===== config.mk =====
export PLATFORM = sky130hd
export DESIGN_NAME = ixu
export DESIGN_NICKNAME = d
export VERILOG_FILES = /design/src/ixu_op_pkg.sv /design/src/ixu_result_pkg.sv /design/src/ixu.sv /design/src/ixu_issue_queue.sv /design/src/ixu_mc_pipe.sv /design/src/ixu_sc_pipe.sv /design/src/ixu_wb_arbiter.sv
export SDC_FILE = /design/constraint.sdc
export NUM_CORES = 2
export LEC_CHECK = 0
export BUFFER_PORTS_ARGS = -buffer_cell sky130_fd_sc_hd__buf_2
export CORE_UTILIZATION = 30
export CTS_CLUSTER_SIZE = 40
export DETAILED_ROUTE_END_ITERATION = 6
export PLACE_DENSITY_LB_ADDON = 0.3
export SLEW_MARGIN = 20
export SYNTH_ARGS = -nofsm -noshare
export SYNTH_HDL_FRONTEND = slang
export SYNTH_SLANG_ARGS = --single-unit

===== constraint.sdc =====
create_clock -name core_clock_i -period 15.3 [get_ports core_clock_i]
set_clock_uncertainty 0.2 [all_clocks]
set_input_delay 3.06 -clock core_clock_i [delete_from_list [all_inputs] [get_ports core_clock_i]]
set_output_delay 3.06 -clock core_clock_i [all_outputs]
set_load 0.005 [all_outputs]

===== src/ixu_op_pkg.sv =====
// Datapath widths, opcode enum, operation class and the issued micro-op struct
package ixu_op_pkg;

  localparam int XLEN      = 32;
  localparam int ROB_TAG_W = 5;
  localparam int PREG_W    = 6;

  typedef enum logic [3:0] {
    OP_ADD   = 4'd0,
    OP_SUB   = 4'd1,
    OP_AND   = 4'd2,
    OP_OR    = 4'd3,
    OP_XOR   = 4'd4,
    OP_SLL   = 4'd5,
    OP_SRL   = 4'd6,
    OP_SLT   = 4'd7,
    OP_MUL   = 4'd8,
    OP_MULHU = 4'd9
  } ixu_opcode_e;

  // Pipe that executes an op
  typedef enum logic {
    CLASS_SC = 1'b0,
    CLASS_MC = 1'b1
  } ixu_class_e;

  function automatic ixu_class_e ixu_op_class(input ixu_opcode_e op);
    if (op == OP_MUL || op == OP_MULHU) begin
      return CLASS_MC;
    end
    return CLASS_SC;
  endfunction

  // Renamed op with its operand values already read
  typedef struct packed {
    ixu_opcode_e          opcode;
    logic [XLEN-1:0]      operand_a;
    logic [XLEN-1:0]      operand_b;
    logic [PREG_W-1:0]    dest;
    logic [ROB_TAG_W-1:0] rob_tag;
  } ixu_uop_t;

endpackage


===== src/ixu_result_pkg.sv =====
// Result struct shared by the execute pipes, the writeback arbiter and completion
package ixu_result_pkg;

  import ixu_op_pkg::*;

  // One finished op on its way to writeback
  typedef struct packed {
    logic [XLEN-1:0]      data;
    logic [PREG_W-1:0]    dest;
    logic [ROB_TAG_W-1:0] rob_tag;
  } ixu_result_t;

endpackage


===== src/ixu.sv =====
// Integer execution unit top with issue queue, ALU pipe, multiplier pipe and arbiter
`timescale 1ns/1ns

module ixu
  import ixu_op_pkg::*, ixu_result_pkg::*;
#(
  parameter int QUEUE_DEPTH = 8
) (
  input  logic        core_clock_i,
  input  logic        reset_i,
  input  logic        core_flush_i,
  input  logic        issue_valid_i,
  input  ixu_uop_t    issue_uop_i,
  output logic        issue_ready_o,
  output logic        complete_valid_o,
  output ixu_result_t complete_o,
  input  logic        complete_ready_i
);

  // Queue to pipes
  logic        sc_valid;
  ixu_uop_t    sc_uop;
  logic        sc_ready;
  logic        mc_valid;
  ixu_uop_t    mc_uop;
  logic        mc_ready;
  // Pipes to arbiter
  logic        sc_res_valid;
  ixu_result_t sc_res;
  logic        sc_res_ready;
  logic        mc_res_valid;
  ixu_result_t mc_res;
  logic        mc_res_ready;

  ixu_issue_queue #(
    .QUEUE_DEPTH(QUEUE_DEPTH)
  ) i_issue_queue (
    .core_clock_i (core_clock_i),
    .reset_i      (reset_i),
    .core_flush_i (core_flush_i),
    .issue_valid_i(issue_valid_i),
    .issue_uop_i  (issue_uop_i),
    .issue_ready_o(issue_ready_o),
    .sc_valid_o   (sc_valid),
    .sc_uop_o     (sc_uop),
    .sc_ready_i   (sc_ready),
    .mc_valid_o   (mc_valid),
    .mc_uop_o     (mc_uop),
    .mc_ready_i   (mc_ready)
  );

  ixu_sc_pipe i_sc_pipe (
    .core_clock_i(core_clock_i),
    .reset_i     (reset_i),
    .core_flush_i(core_flush_i),
    .uop_valid_i (sc_valid),
    .uop_i       (sc_uop),
    .uop_ready_o (sc_ready),
    .res_valid_o (sc_res_valid),
    .res_o       (sc_res),
    .res_ready_i (sc_res_ready)
  );

  ixu_mc_pipe i_mc_pipe (
    .core_clock_i(core_clock_i),
    .reset_i     (reset_i),
    .core_flush_i(core_flush_i),
    .uop_valid_i (mc_valid),
    .uop_i       (mc_uop),
    .uop_ready_o (mc_ready),
    .res_valid_o (mc_res_valid),
    .res_o       (mc_res),
    .res_ready_i (mc_res_ready)
  );

  ixu_wb_arbiter i_wb_arbiter (
    .sc_valid_i      (sc_res_valid),
    .sc_res_i        (sc_res),
    .sc_ready_o      (sc_res_ready),
    .mc_valid_i      (mc_res_valid),
    .mc_res_i        (mc_res),
    .mc_ready_o      (mc_res_ready),
    .complete_valid_o(complete_valid_o),
    .complete_o      (complete_o),
    .complete_ready_i(complete_ready_i)
  );

endmodule


===== src/ixu_issue_queue.sv =====
// Collapsing issue queue with oldest-first select for the ALU and multiply pipes
`timescale 1ns/1ns

module ixu_issue_queue
  import ixu_op_pkg::*;
#(
  parameter int QUEUE_DEPTH = 8
) (
  input  logic     core_clock_i,
  input  logic     reset_i,
  input  logic     core_flush_i,
  input  logic     issue_valid_i,
  input  ixu_uop_t issue_uop_i,
  output logic     issue_ready_o,
  output logic     sc_valid_o,
  output ixu_uop_t sc_uop_o,
  input  logic     sc_ready_i,
  output logic     mc_valid_o,
  output ixu_uop_t mc_uop_o,
  input  logic     mc_ready_i
);

  localparam int IDX_W = $clog2(QUEUE_DEPTH);

  // Entry 0 is the oldest, valid entries stay packed at the head
  ixu_uop_t               entries_q [QUEUE_DEPTH];
  ixu_uop_t               entries_d [QUEUE_DEPTH];
  logic [QUEUE_DEPTH-1:0] valid_q;
  logic [QUEUE_DEPTH-1:0] valid_d;
  logic [QUEUE_DEPTH-1:0] keep;
  logic [IDX_W-1:0]       sc_idx;
  logic [IDX_W-1:0]       mc_idx;
  logic                   sc_found;
  logic                   mc_found;
  logic                   sc_fire;
  logic                   mc_fire;
  logic                   issue_fire;

  // Two priority searches, one per class
  always_comb begin
    sc_found = 1'b0;
    mc_found = 1'b0;
    sc_idx   = '0;
    mc_idx   = '0;
    for (int i = 0; i < QUEUE_DEPTH; i++) begin
      if (valid_q[i] && !sc_found && ixu_op_class(entries_q[i].opcode) == CLASS_SC) begin
        sc_found = 1'b1;
        sc_idx   = IDX_W'(i);
      end
      if (valid_q[i] && !mc_found && ixu_op_class(entries_q[i].opcode) == CLASS_MC) begin
        mc_found = 1'b1;
        mc_idx   = IDX_W'(i);
      end
    end
  end

  assign sc_valid_o    = sc_found;
  assign sc_uop_o      = entries_q[sc_idx];
  assign mc_valid_o    = mc_found;
  assign mc_uop_o      = entries_q[mc_idx];
  assign sc_fire       = sc_valid_o && sc_ready_i;
  assign mc_fire       = mc_valid_o && mc_ready_i;
  // Last slot empty means at least one free entry
  assign issue_ready_o = !valid_q[QUEUE_DEPTH-1];
  assign issue_fire    = issue_valid_i && issue_ready_o;

  // Drop dispatched entries, close the gaps, then append the new op
  always_comb begin
    int wr_ptr;
    wr_ptr  = 0;
    valid_d = '0;
    for (int i = 0; i < QUEUE_DEPTH; i++) begin
      keep[i]      = valid_q[i] && !(sc_fire && sc_idx == IDX_W'(i)) &&
                     !(mc_fire && mc_idx == IDX_W'(i));
      entries_d[i] = entries_q[i];
    end
    for (int i = 0; i < QUEUE_DEPTH; i++) begin
      if (keep[i]) begin
        entries_d[wr_ptr] = entries_q[i];
        valid_d[wr_ptr]   = 1'b1;
        wr_ptr++;
      end
    end
    if (issue_fire) begin
      entries_d[wr_ptr] = issue_uop_i;
      valid_d[wr_ptr]   = 1'b1;
    end
  end

  always_ff @(posedge core_clock_i) begin
    if (reset_i || core_flush_i) begin
      valid_q <= '0;
    end else begin
      valid_q <= valid_d;
    end
  end

  always_ff @(posedge core_clock_i) begin
    entries_q <= entries_d;
  end

endmodule


===== src/ixu_mc_pipe.sv =====
// Iterative shift-add multiplier pipe with busy FSM and held result
`timescale 1ns/1ns

module ixu_mc_pipe
  import ixu_op_pkg::*, ixu_result_pkg::*;
(
  input  logic        core_clock_i,
  input  logic        reset_i,
  input  logic        core_flush_i,
  input  logic        uop_valid_i,
  input  ixu_uop_t    uop_i,
  output logic        uop_ready_o,
  output logic        res_valid_o,
  output ixu_result_t res_o,
  input  logic        res_ready_i
);

  localparam int STEP_W = $clog2(XLEN);

  typedef enum logic [1:0] {
    MC_IDLE,
    MC_BUSY,
    MC_DONE
  } mc_state_e;

  mc_state_e            state_q;
  logic [STEP_W-1:0]    step_q;
  logic [2*XLEN-1:0]    prod_q;
  logic [XLEN-1:0]      mcand_q;
  logic [XLEN:0]        step_sum;
  ixu_opcode_e          op_q;
  logic [PREG_W-1:0]    dest_q;
  logic [ROB_TAG_W-1:0] tag_q;
  logic                 accept;

  assign uop_ready_o = state_q == MC_IDLE;
  assign accept      = uop_valid_i && uop_ready_o;
  assign res_valid_o = state_q == MC_DONE;

  // Multiplier bits sit in the low half and shift out one per step
  assign step_sum = {1'b0, prod_q[2*XLEN-1:XLEN]} + (prod_q[0] ? {1'b0, mcand_q} : '0);

  always_ff @(posedge core_clock_i) begin
    if (reset_i || core_flush_i) begin
      state_q <= MC_IDLE;
      step_q  <= '0;
    end else begin
      case (state_q)
        MC_IDLE: begin
          if (accept) begin
            state_q <= MC_BUSY;
            step_q  <= '0;
          end
        end
        MC_BUSY: begin
          step_q <= step_q + 1'b1;
          if (step_q == STEP_W'(XLEN - 1)) begin
            state_q <= MC_DONE;
          end
        end
        MC_DONE: begin
          if (res_ready_i) begin
            state_q <= MC_IDLE;
          end
        end
        default: state_q <= MC_IDLE;
      endcase
    end
  end

  always_ff @(posedge core_clock_i) begin
    if (accept) begin
      prod_q  <= {{XLEN{1'b0}}, uop_i.operand_b};
      mcand_q <= uop_i.operand_a;
      op_q    <= uop_i.opcode;
      dest_q  <= uop_i.dest;
      tag_q   <= uop_i.rob_tag;
    end else if (state_q == MC_BUSY) begin
      prod_q <= {step_sum, prod_q[XLEN-1:1]};
    end
  end

  always_comb begin
    res_o.data    = (op_q == OP_MULHU) ? prod_q[2*XLEN-1:XLEN] : prod_q[XLEN-1:0];
    res_o.dest    = dest_q;
    res_o.rob_tag = tag_q;
  end

endmodule


===== src/ixu_sc_pipe.sv =====
// Single-cycle ALU pipe with a result register that holds under back-pressure
`timescale 1ns/1ns

module ixu_sc_pipe
  import ixu_op_pkg::*, ixu_result_pkg::*;
(
  input  logic        core_clock_i,
  input  logic        reset_i,
  input  logic        core_flush_i,
  input  logic        uop_valid_i,
  input  ixu_uop_t    uop_i,
  output logic        uop_ready_o,
  output logic        res_valid_o,
  output ixu_result_t res_o,
  input  logic        res_ready_i
);

  logic [XLEN-1:0] alu_data;
  logic [4:0]      shamt;
  logic            accept;
  logic            res_valid_q;
  ixu_result_t     res_q;

  assign shamt = uop_i.operand_b[4:0];

  always_comb begin
    case (uop_i.opcode)
      OP_ADD:  alu_data = uop_i.operand_a + uop_i.operand_b;
      OP_SUB:  alu_data = uop_i.operand_a - uop_i.operand_b;
      OP_AND:  alu_data = uop_i.operand_a & uop_i.operand_b;
      OP_OR:   alu_data = uop_i.operand_a | uop_i.operand_b;
      OP_XOR:  alu_data = uop_i.operand_a ^ uop_i.operand_b;
      OP_SLL:  alu_data = uop_i.operand_a << shamt;
      OP_SRL:  alu_data = uop_i.operand_a >> shamt;
      OP_SLT:  alu_data = XLEN'($signed(uop_i.operand_a) < $signed(uop_i.operand_b));
      // Multiplies never reach this pipe
      default: alu_data = '0;
    endcase
  end

  // Room for a new op when the register is empty or drains this cycle
  assign uop_ready_o = !res_valid_q || res_ready_i;
  assign accept      = uop_valid_i && uop_ready_o;

  always_ff @(posedge core_clock_i) begin
    if (reset_i || core_flush_i) begin
      res_valid_q <= 1'b0;
    end else if (accept) begin
      res_valid_q <= 1'b1;
    end else if (res_ready_i) begin
      res_valid_q <= 1'b0;
    end
  end

  always_ff @(posedge core_clock_i) begin
    if (accept) begin
      res_q.data    <= alu_data;
      res_q.dest    <= uop_i.dest;
      res_q.rob_tag <= uop_i.rob_tag;
    end
  end

  assign res_valid_o = res_valid_q;
  assign res_o       = res_q;

endmodule


===== src/ixu_wb_arbiter.sv =====
// Writeback arbiter merging the ALU and multiplier results into one completion stream
`timescale 1ns/1ns

module ixu_wb_arbiter
  import ixu_result_pkg::*;
(
  input  logic        sc_valid_i,
  input  ixu_result_t sc_res_i,
  output logic        sc_ready_o,
  input  logic        mc_valid_i,
  input  ixu_result_t mc_res_i,
  output logic        mc_ready_o,
  output logic        complete_valid_o,
  output ixu_result_t complete_o,
  input  logic        complete_ready_i
);

  logic sel_mc;

  // Multiplier wins so its long-latency result frees the pipe early
  assign sel_mc = mc_valid_i;

  assign complete_valid_o = mc_valid_i || sc_valid_i;
  assign complete_o       = sel_mc ? mc_res_i : sc_res_i;

  // Only the selected source sees the completion handshake
  assign mc_ready_o = sel_mc && complete_ready_i;
  assign sc_ready_o = !sel_mc && complete_ready_i;

endmodule


Yosys cells after proc, flatten, opt, wreduce, memory -nomap -nowiden

Index checks and enable logic that the tools add are counted.

Register bits after elaboration: 802

Add/subtract/negate cells: 11
Order comparisons: 35
Equality and inequality tests: 44
Shift operators: 2
Muxes and demuxes: 139
Bitwise logic cells: 29
Reductions and logical operators: 136

Operators with widths:

| cell                                                 | number |
|---|---|
| bitwise mux 632 bit                                  | 8 |
| two-way mux 632 bit                                  | 8 |
| demux 79 bit (select 3 bit)                          | 8 |
| two-way mux 79 bit                                   | 12 |
| binary-select mux 79 bit (select 3 bit)              | 2 |
| two-way mux 32 bit                                   | 11 |
| >= comparator 32 x 4 -> 1 bit, second input constant | 8 |
| < comparator 32 x 1 -> 1 bit, second input constant  | 8 |
| case mux 32 bit (8 select lines)                     | 1 |
| >= comparator 32 x 1 -> 1 bit, second input constant | 7 |
| < comparator 32 x 5 -> 1 bit, second input constant  | 7 |
| inverter 32 bit                                      | 7 |
| adder 32 x 2 -> 32 bit, second input constant        | 6 |
| logical AND 1 bit                                    | 83 |
| == test 4 bit, second input constant                 | 17 |
| two-way mux 8 bit                                    | 8 |
| bitwise OR 8 bit                                     | 7 |
| two-way mux 1 bit                                    | 54 |
| two-way mux 43 bit                                   | 1 |
| adder 32 x 32 -> 33 bit                              | 1 |
| logical NOT 1 bit                                    | 33 |
| adder 32 bit                                         | 1 |
| AND 32 bit                                           | 1 |
| < comparator 32 bit                                  | 1 |
| other kinds (38)                                     | 96 |

Depth between registers and ports, before layout

Depth in word-level cells: 62
Gate-level depth with buffers: 35

By module

A second synthesis with hierarchy kept.

Cell total of the unflattened synthesis: 10712
Area, all modules: 85395.7 µm²

By module, submodules not included:

| module          | instances | cells an instance | area each (µm²) | sequential area each (µm²) |
|---|---|---|---|---|
| ixu_issue_queue | 1         | 8735              | 68758.4         | 12812.3 |
| ixu_sc_pipe     | 1         | 1270              | 9495.4          | 1311.3 |
| ixu_mc_pipe     | 1         | 656               | 6413.7          | 3153.0 |
| ixu_wb_arbiter  | 1         | 51                | 728.2           | 0.0 |

Least setup slack after synthesis

Ideal clock, no wire load.

Path kind: input-to-reg
Start point: input complete_ready_i
End point: register i_issue_queue.entries_q[60] (netlist bit)
Setup time: 0.116 ns
Data arrival time: 9.234 ns
Slack: 5.749 ns
Stages: 32
Path buffers: 4
Cells stage by stage: a21oi_1 -> o211ai_1 -> inv_1 -> ha_1 -> clkbuf_1 -> a211oi_1 -> mux2i_1 -> o31a_1 -> nand2_1 -> ha_1 -> o2111a_1 -> a31oi_1 -> inv_1 -> ha_1 -> nor2_1 -> or2_2 -> inv_1 -> ha_1 -> nand2_1 -> o31ai_2 -> ha_1 -> nand2_1 -> a2111oi_0 -> or4_4 -> o21ai_0 -> o31ai_2 -> or4_1 -> clkbuf_1 -> clkbuf_1 -> clkbuf_1 -> o21ai_1 -> o21ai_1

RTL lines:

| what                 | RTL line              | source |
|---|---|---|
| from (decl)          | ixu.sv:17             | `input logic complete_ready_i` |
| to (signal assigned) | ixu_issue_queue.sv:99 | `entries_q <= entries_d;` |
| to (decl)            | ixu_issue_queue.sv:26 | `ixu_uop_t entries_q [QUEUE_DEPTH];` |

Worst setup path after layout

Start point: input complete_ready_i
End point: register i_issue_queue.valid_q[6]

Cells in the longest elaborated chain, start to end: 28

Ends and longest elaborated chain:

| what                                                                              | RTL line              | source |
|---|---|---|
| logical AND 1 bit (*)                                                             | ixu_wb_arbiter.sv:28  | `assign sc_ready_o = !sel_mc && complete_ready_i;` |
| logical OR 1 bit (*)                                                              | ixu_sc_pipe.sv:42     | `assign uop_ready_o = !res_valid_q \|\| res_ready_i;` |
| logical AND 1 bit (*)                                                             | ixu_issue_queue.sv:61 | `assign sc_fire = sc_valid_o && sc_ready_i;` |
| logical AND 1 bit                                                                 | ixu_issue_queue.sv:73 | `keep[i] = valid_q[i] && !(sc_fire && sc_idx == IDX_W'(i)) &&` |
| logical NOT 1 bit                                                                 | ixu_issue_queue.sv:73 |  |
| logical AND 1 bit (2 in series)                                                   | ixu_issue_queue.sv:73 |  |
| two-way mux 1 bit                                                                 | ixu_issue_queue.sv:78 | `if (keep[i]) begin` |
| adder 1 x 1 -> 2 bit, or another cell as far along                                | ixu_issue_queue.sv:81 | `wr_ptr++;` |
| (+11 left out)                                                                    | n/a                   |  |
| adder 32 x 2 -> 32 bit, or another cell as far along                              | ixu_issue_queue.sv:81 |  |
| two-way mux 32 bit, or another cell as far along                                  | ixu_issue_queue.sv:78 |  |
| >= comparator 32 x 1 -> 1 bit (implied by the code), or another cell as far along | ixu_issue_queue.sv:86 | `valid_d[wr_ptr] = 1'b1;` |
| logical AND 1 bit (implied by the code), or another cell as far along             | ixu_issue_queue.sv:86 |  |
| two-way mux 1 bit (implied by the code) or bitwise OR 8 bit (tied branches)       | n/a                   |  |
| demux 1 bit (select 3 bit) or two-way mux 8 bit (tied branches)                   | n/a                   |  |
| bitwise OR 8 bit (no source line)                                                 | n/a                   |  |
| two-way mux 8 bit (*)                                                             | ixu_issue_queue.sv:84 | `if (issue_fire) begin` |
| to (signal assigned)                                                              | ixu_issue_queue.sv:94 | `valid_q <= valid_d;` |
| to (decl)                                                                         | ixu_issue_queue.sv:28 | `logic [QUEUE_DEPTH-1:0] valid_q;` |

Mark *: on every way between the ends. The rest lies on a longest branch, timed or not.
A chain may end at the register's enable or synchronous reset.

==> impl_metrics.yaml <==
timing:
  setup_violations: 0
  tightest_slew_ns: 1.27
  fin_crit_ns: 11.56
  max_freq_mhz: 86.5
  final.setup.tns_ns: 0
  worst_slack_ns: 3.74
  slew_headroom_pct: 15.6
  period_share_pct: 75.6
  hold_violations: 0
  rsz0062_at_grt: "no"
  drv_slew: 0
cts:
  post_cts_buffers: 0
  clkSinkCount: 802
  htreeDepth: 3
  cts_hold_buf: 0
  cts_tree: "built"
  clock_latency_ns: 0.80
  cts_buffer_depth: 3
  cts_buffers: 103
  cts_resized: 0
  root_buffer: "clkbuf_16"
  clk_pin_slew_ns: 0.07
hold_path:
  min_path_type: "reg -> reg"
final_layout:
  fill_cells: 27831
  final_nets: 10523
  multi_input_area_um2: 55300
  final-seq-area_um2: 17300
  syn_to_final_growth_pct: 6.53
  drive_gt1_share_pct: 6.78
  fin_util_pct: 32.2
die:
  die_h_um: 514
  die_w_um: 514
  start_util_pct: 30.2
  row_count: 187
  design.core.area_um2: 260000
  io_pins: 129
  die-area_um2: 264000
drt:
  drt_iter0_drc: 14918
  viasPerCell: 6.49
  dr.pass1.iters: 7
  wirelength_um: 433000
  final_antenna_net_count: 0
  vias: 90240
  wl_per_cell_um: 31.1
  post-route-drc-count: 4
critical_path:
  cpMostUsedCell: "ha_1"
  critPathRequiredTime_ns: 15.75
  start_kind: "input pin"
  cp-end-kind: "register"
  crit_type: "in -> reg"
  r2r_setup_slack_ns: 5.10
  critical-path-max-stage-delay_ns: 0.92
  arrival_ns: 12.01
  cp_slowest_cell: "buf_4"
  crit_fanout: 43
synthesis:
  syn_nets: 11578
  synth_cell_types: 110
  synth-edff-count: 122
  synthCells: 11351
  synth_top_area_share_pct: 17.3
  synthTopCellsByArea: "dfxtp_1 17%, mux2i_1 14%, nand2_1 7.8%"
  synth_area_um2: 78500
  synth_top_cell_by_area: "dfxtp_1"
  ys_ff_latch: 802
  syn-mean-instance-area_um2: 6.92
  yosysSeqAreaShare_pct: 22.0
  synth_flop_cell: "dfxtp_1"
  async_reset_ff_share_pct: 0
  yosysWarningCount: 0
global_routing:
  antenna_found_initial: 42
  grt_pass1_wl_um: 608000
  grt_overflow: 0
  gr-usage-all-layers_pct: 31.1
  grt_start_max_net_pins: 161
  grt_pass1_vias: 80383
power_and_ir_drop:
  power.leakage_nw: 37.0
  power_per_cell_area_nw_per_um2: 73.3
  vdd_drop_max_mv: 0.0917
  power_mw: 6.13
placement:
  port_buffers: 128
  pre_cts_ws_ns: 3.27
  dp_hpwl_um: 251000
  place_congestion: 0.985
outcome:
  outcome: "finished, violations left"
  violations: "design-rule violations"
flow_run:
  drv_cap: 0
-- where the power goes --
part	switching (mW)	internal, mW
clock network	1.14	1.44
registers	0.0927	2.23
logic	0.749	0.477
total	1.98	4.15
-- layer usage --
layer,share of wire (%),global-route usage [%],vias to the layer above
li1,-,-,38903
met1,39,40.5,42415
met2,40,44.4,7146
met3,14,9.53,1752
met4,7.2,19.2,24
met5,0.043,0.0731,-
-- Yosys cell counts (18+ instances only) --
cell type / n
ha_1: 140
mux2i_1: 1087
inv_1: 172
nand4_1: 46
a222oi_1: 28
a221o_1: 31
o2bb2ai_1: 81
dfxtp_1: 680
a22oi_1: 23
buf_2: 118
a221oi_1: 137
xor2_1: 19
a311oi_1: 166
nor2_1: 1399
o21ai_0: 460
or3_1: 46
buf_1: 179
and2_1: 50
mux2_2: 34
o221ai_1: 18
nand3_1: 144
nor4_1: 21
a2bb2oi_1: 81
o31ai_1: 51
a211o_1: 326
clkbuf_1: 1147
nor3_1: 217
o211ai_1: 128
a31oi_1: 228
o2111ai_1: 40
o21ai_1: 196
o211a_1: 161
nand2b_1: 22
o22ai_1: 109
a22o_1: 89
a21o_1: 60
clkbuf_2: 70
a21oi_1: 1211
edfxtp_1: 122
and3_1: 27
nand2_1: 1636
xnor2_1: 30
o22a_1: 33
a211oi_1: 72
-- final cells by class --
type,count,area share [%]
Antenna cell,23,0.0688
Inverter,180,0.809
Sequential cell,802,20.7
Clock inverter,33,0.446
Tap cell,3496,5.23
Multi-Input combinational cell,8844,66.1
Clock buffer,158,3.56
Timing Repair Buffer,365,3.11
-- state kept, by name, indices dropped and copies added (netlist names), 2 cells and up --
signal and cells:
i_mc_pipe.op_q 4, i_issue_queue.valid_q 8, i_mc_pipe.tag_q 5, i_sc_pipe.res_o 43, i_mc_pipe.dest_q 6, i_mc_pipe.mcand_q 32
i_issue_queue.entries_q 632, i_mc_pipe.step_q 5, i_mc_pipe.prod_q 64, i_mc_pipe.state_q 2
-- per-stage QoR --
step	instances	cell area, um^2	hold slack (ns)
finish	13901	83700	0.287
CTS	13877	83600	0.291
global route	13892	83600	0.318
global placement	13683	80200	0.273
detailed placement	13686	80200	0.277
floorplan	11351	78500	0.251
-- logic make-up (layout without fill, tap and decap cells) --
kind of cell / Yosys count / count (layout) / share of synthesized area [%]
AND/OR/NAND/NOR: 3697 / 3697 / 19.5
AO/OA/AOI/OAI: 3828 / 3828 / 32.6
other: 1 / 24 / 0.00478
flip-flops: 802 / 802 / 22.0
XOR/XNOR: 54 / 54 / 0.682
multiplexers: 1121 / 1121 / 14.3
buffers and inverters: 1705 / 736 / 8.56
adder cells (fa/ha/maj): 143 / 143 / 2.31
-- cell usage in the layout, fill, tap and decap left out, drive strengths merged, types with 89 or more instances in the layout --
cell       n
a211o    327
a21oi   1212
a221oi   137
a22o      89
a311oi   166
a31oi    228
buf      365
clkbuf   158
dfxtp    680
edfxtp   122
ha       140
inv      182
mux2i   1087
nand2   1636
nand3    144
nor2    1402
nor3     217
o211a    161
o211ai   129
o21ai    659
o22ai    109
-- final timing paths --
check	cells after the start	endpoint	startpoint
setup / recovery	29	i_issue_queue.valid_q[6]$_SDFF_PP0_	complete_ready_i
hold / removal	2	i_mc_pipe.prod_q[57]$_SDFFE_PN0P_	i_mc_pipe.prod_q[57]$_SDFFE_PN0P_
setup reg to reg	28	i_issue_queue.valid_q[6]$_SDFF_PP0_	i_mc_pipe.state_q[0]$_SDFFE_PP0P_
hold reg to reg	2	i_mc_pipe.prod_q[57]$_SDFFE_PN0P_	i_mc_pipe.prod_q[57]$_SDFFE_PN0P_
-- critical path: cells and delay by family --
| family | cells | cell delay (ns) |
|---|---|---|
| AO/OA/AOI/OAI | 8 | 2.84 |
| multiplexers | 1 | 0.33 |
| buffers and inverters | 6 | 1.68 |
| AND/OR/NAND/NOR | 8 | 2.30 |
| adder cells (fa/ha/maj) | 6 | 1.77 |
(Power assumes the default switching activity.)
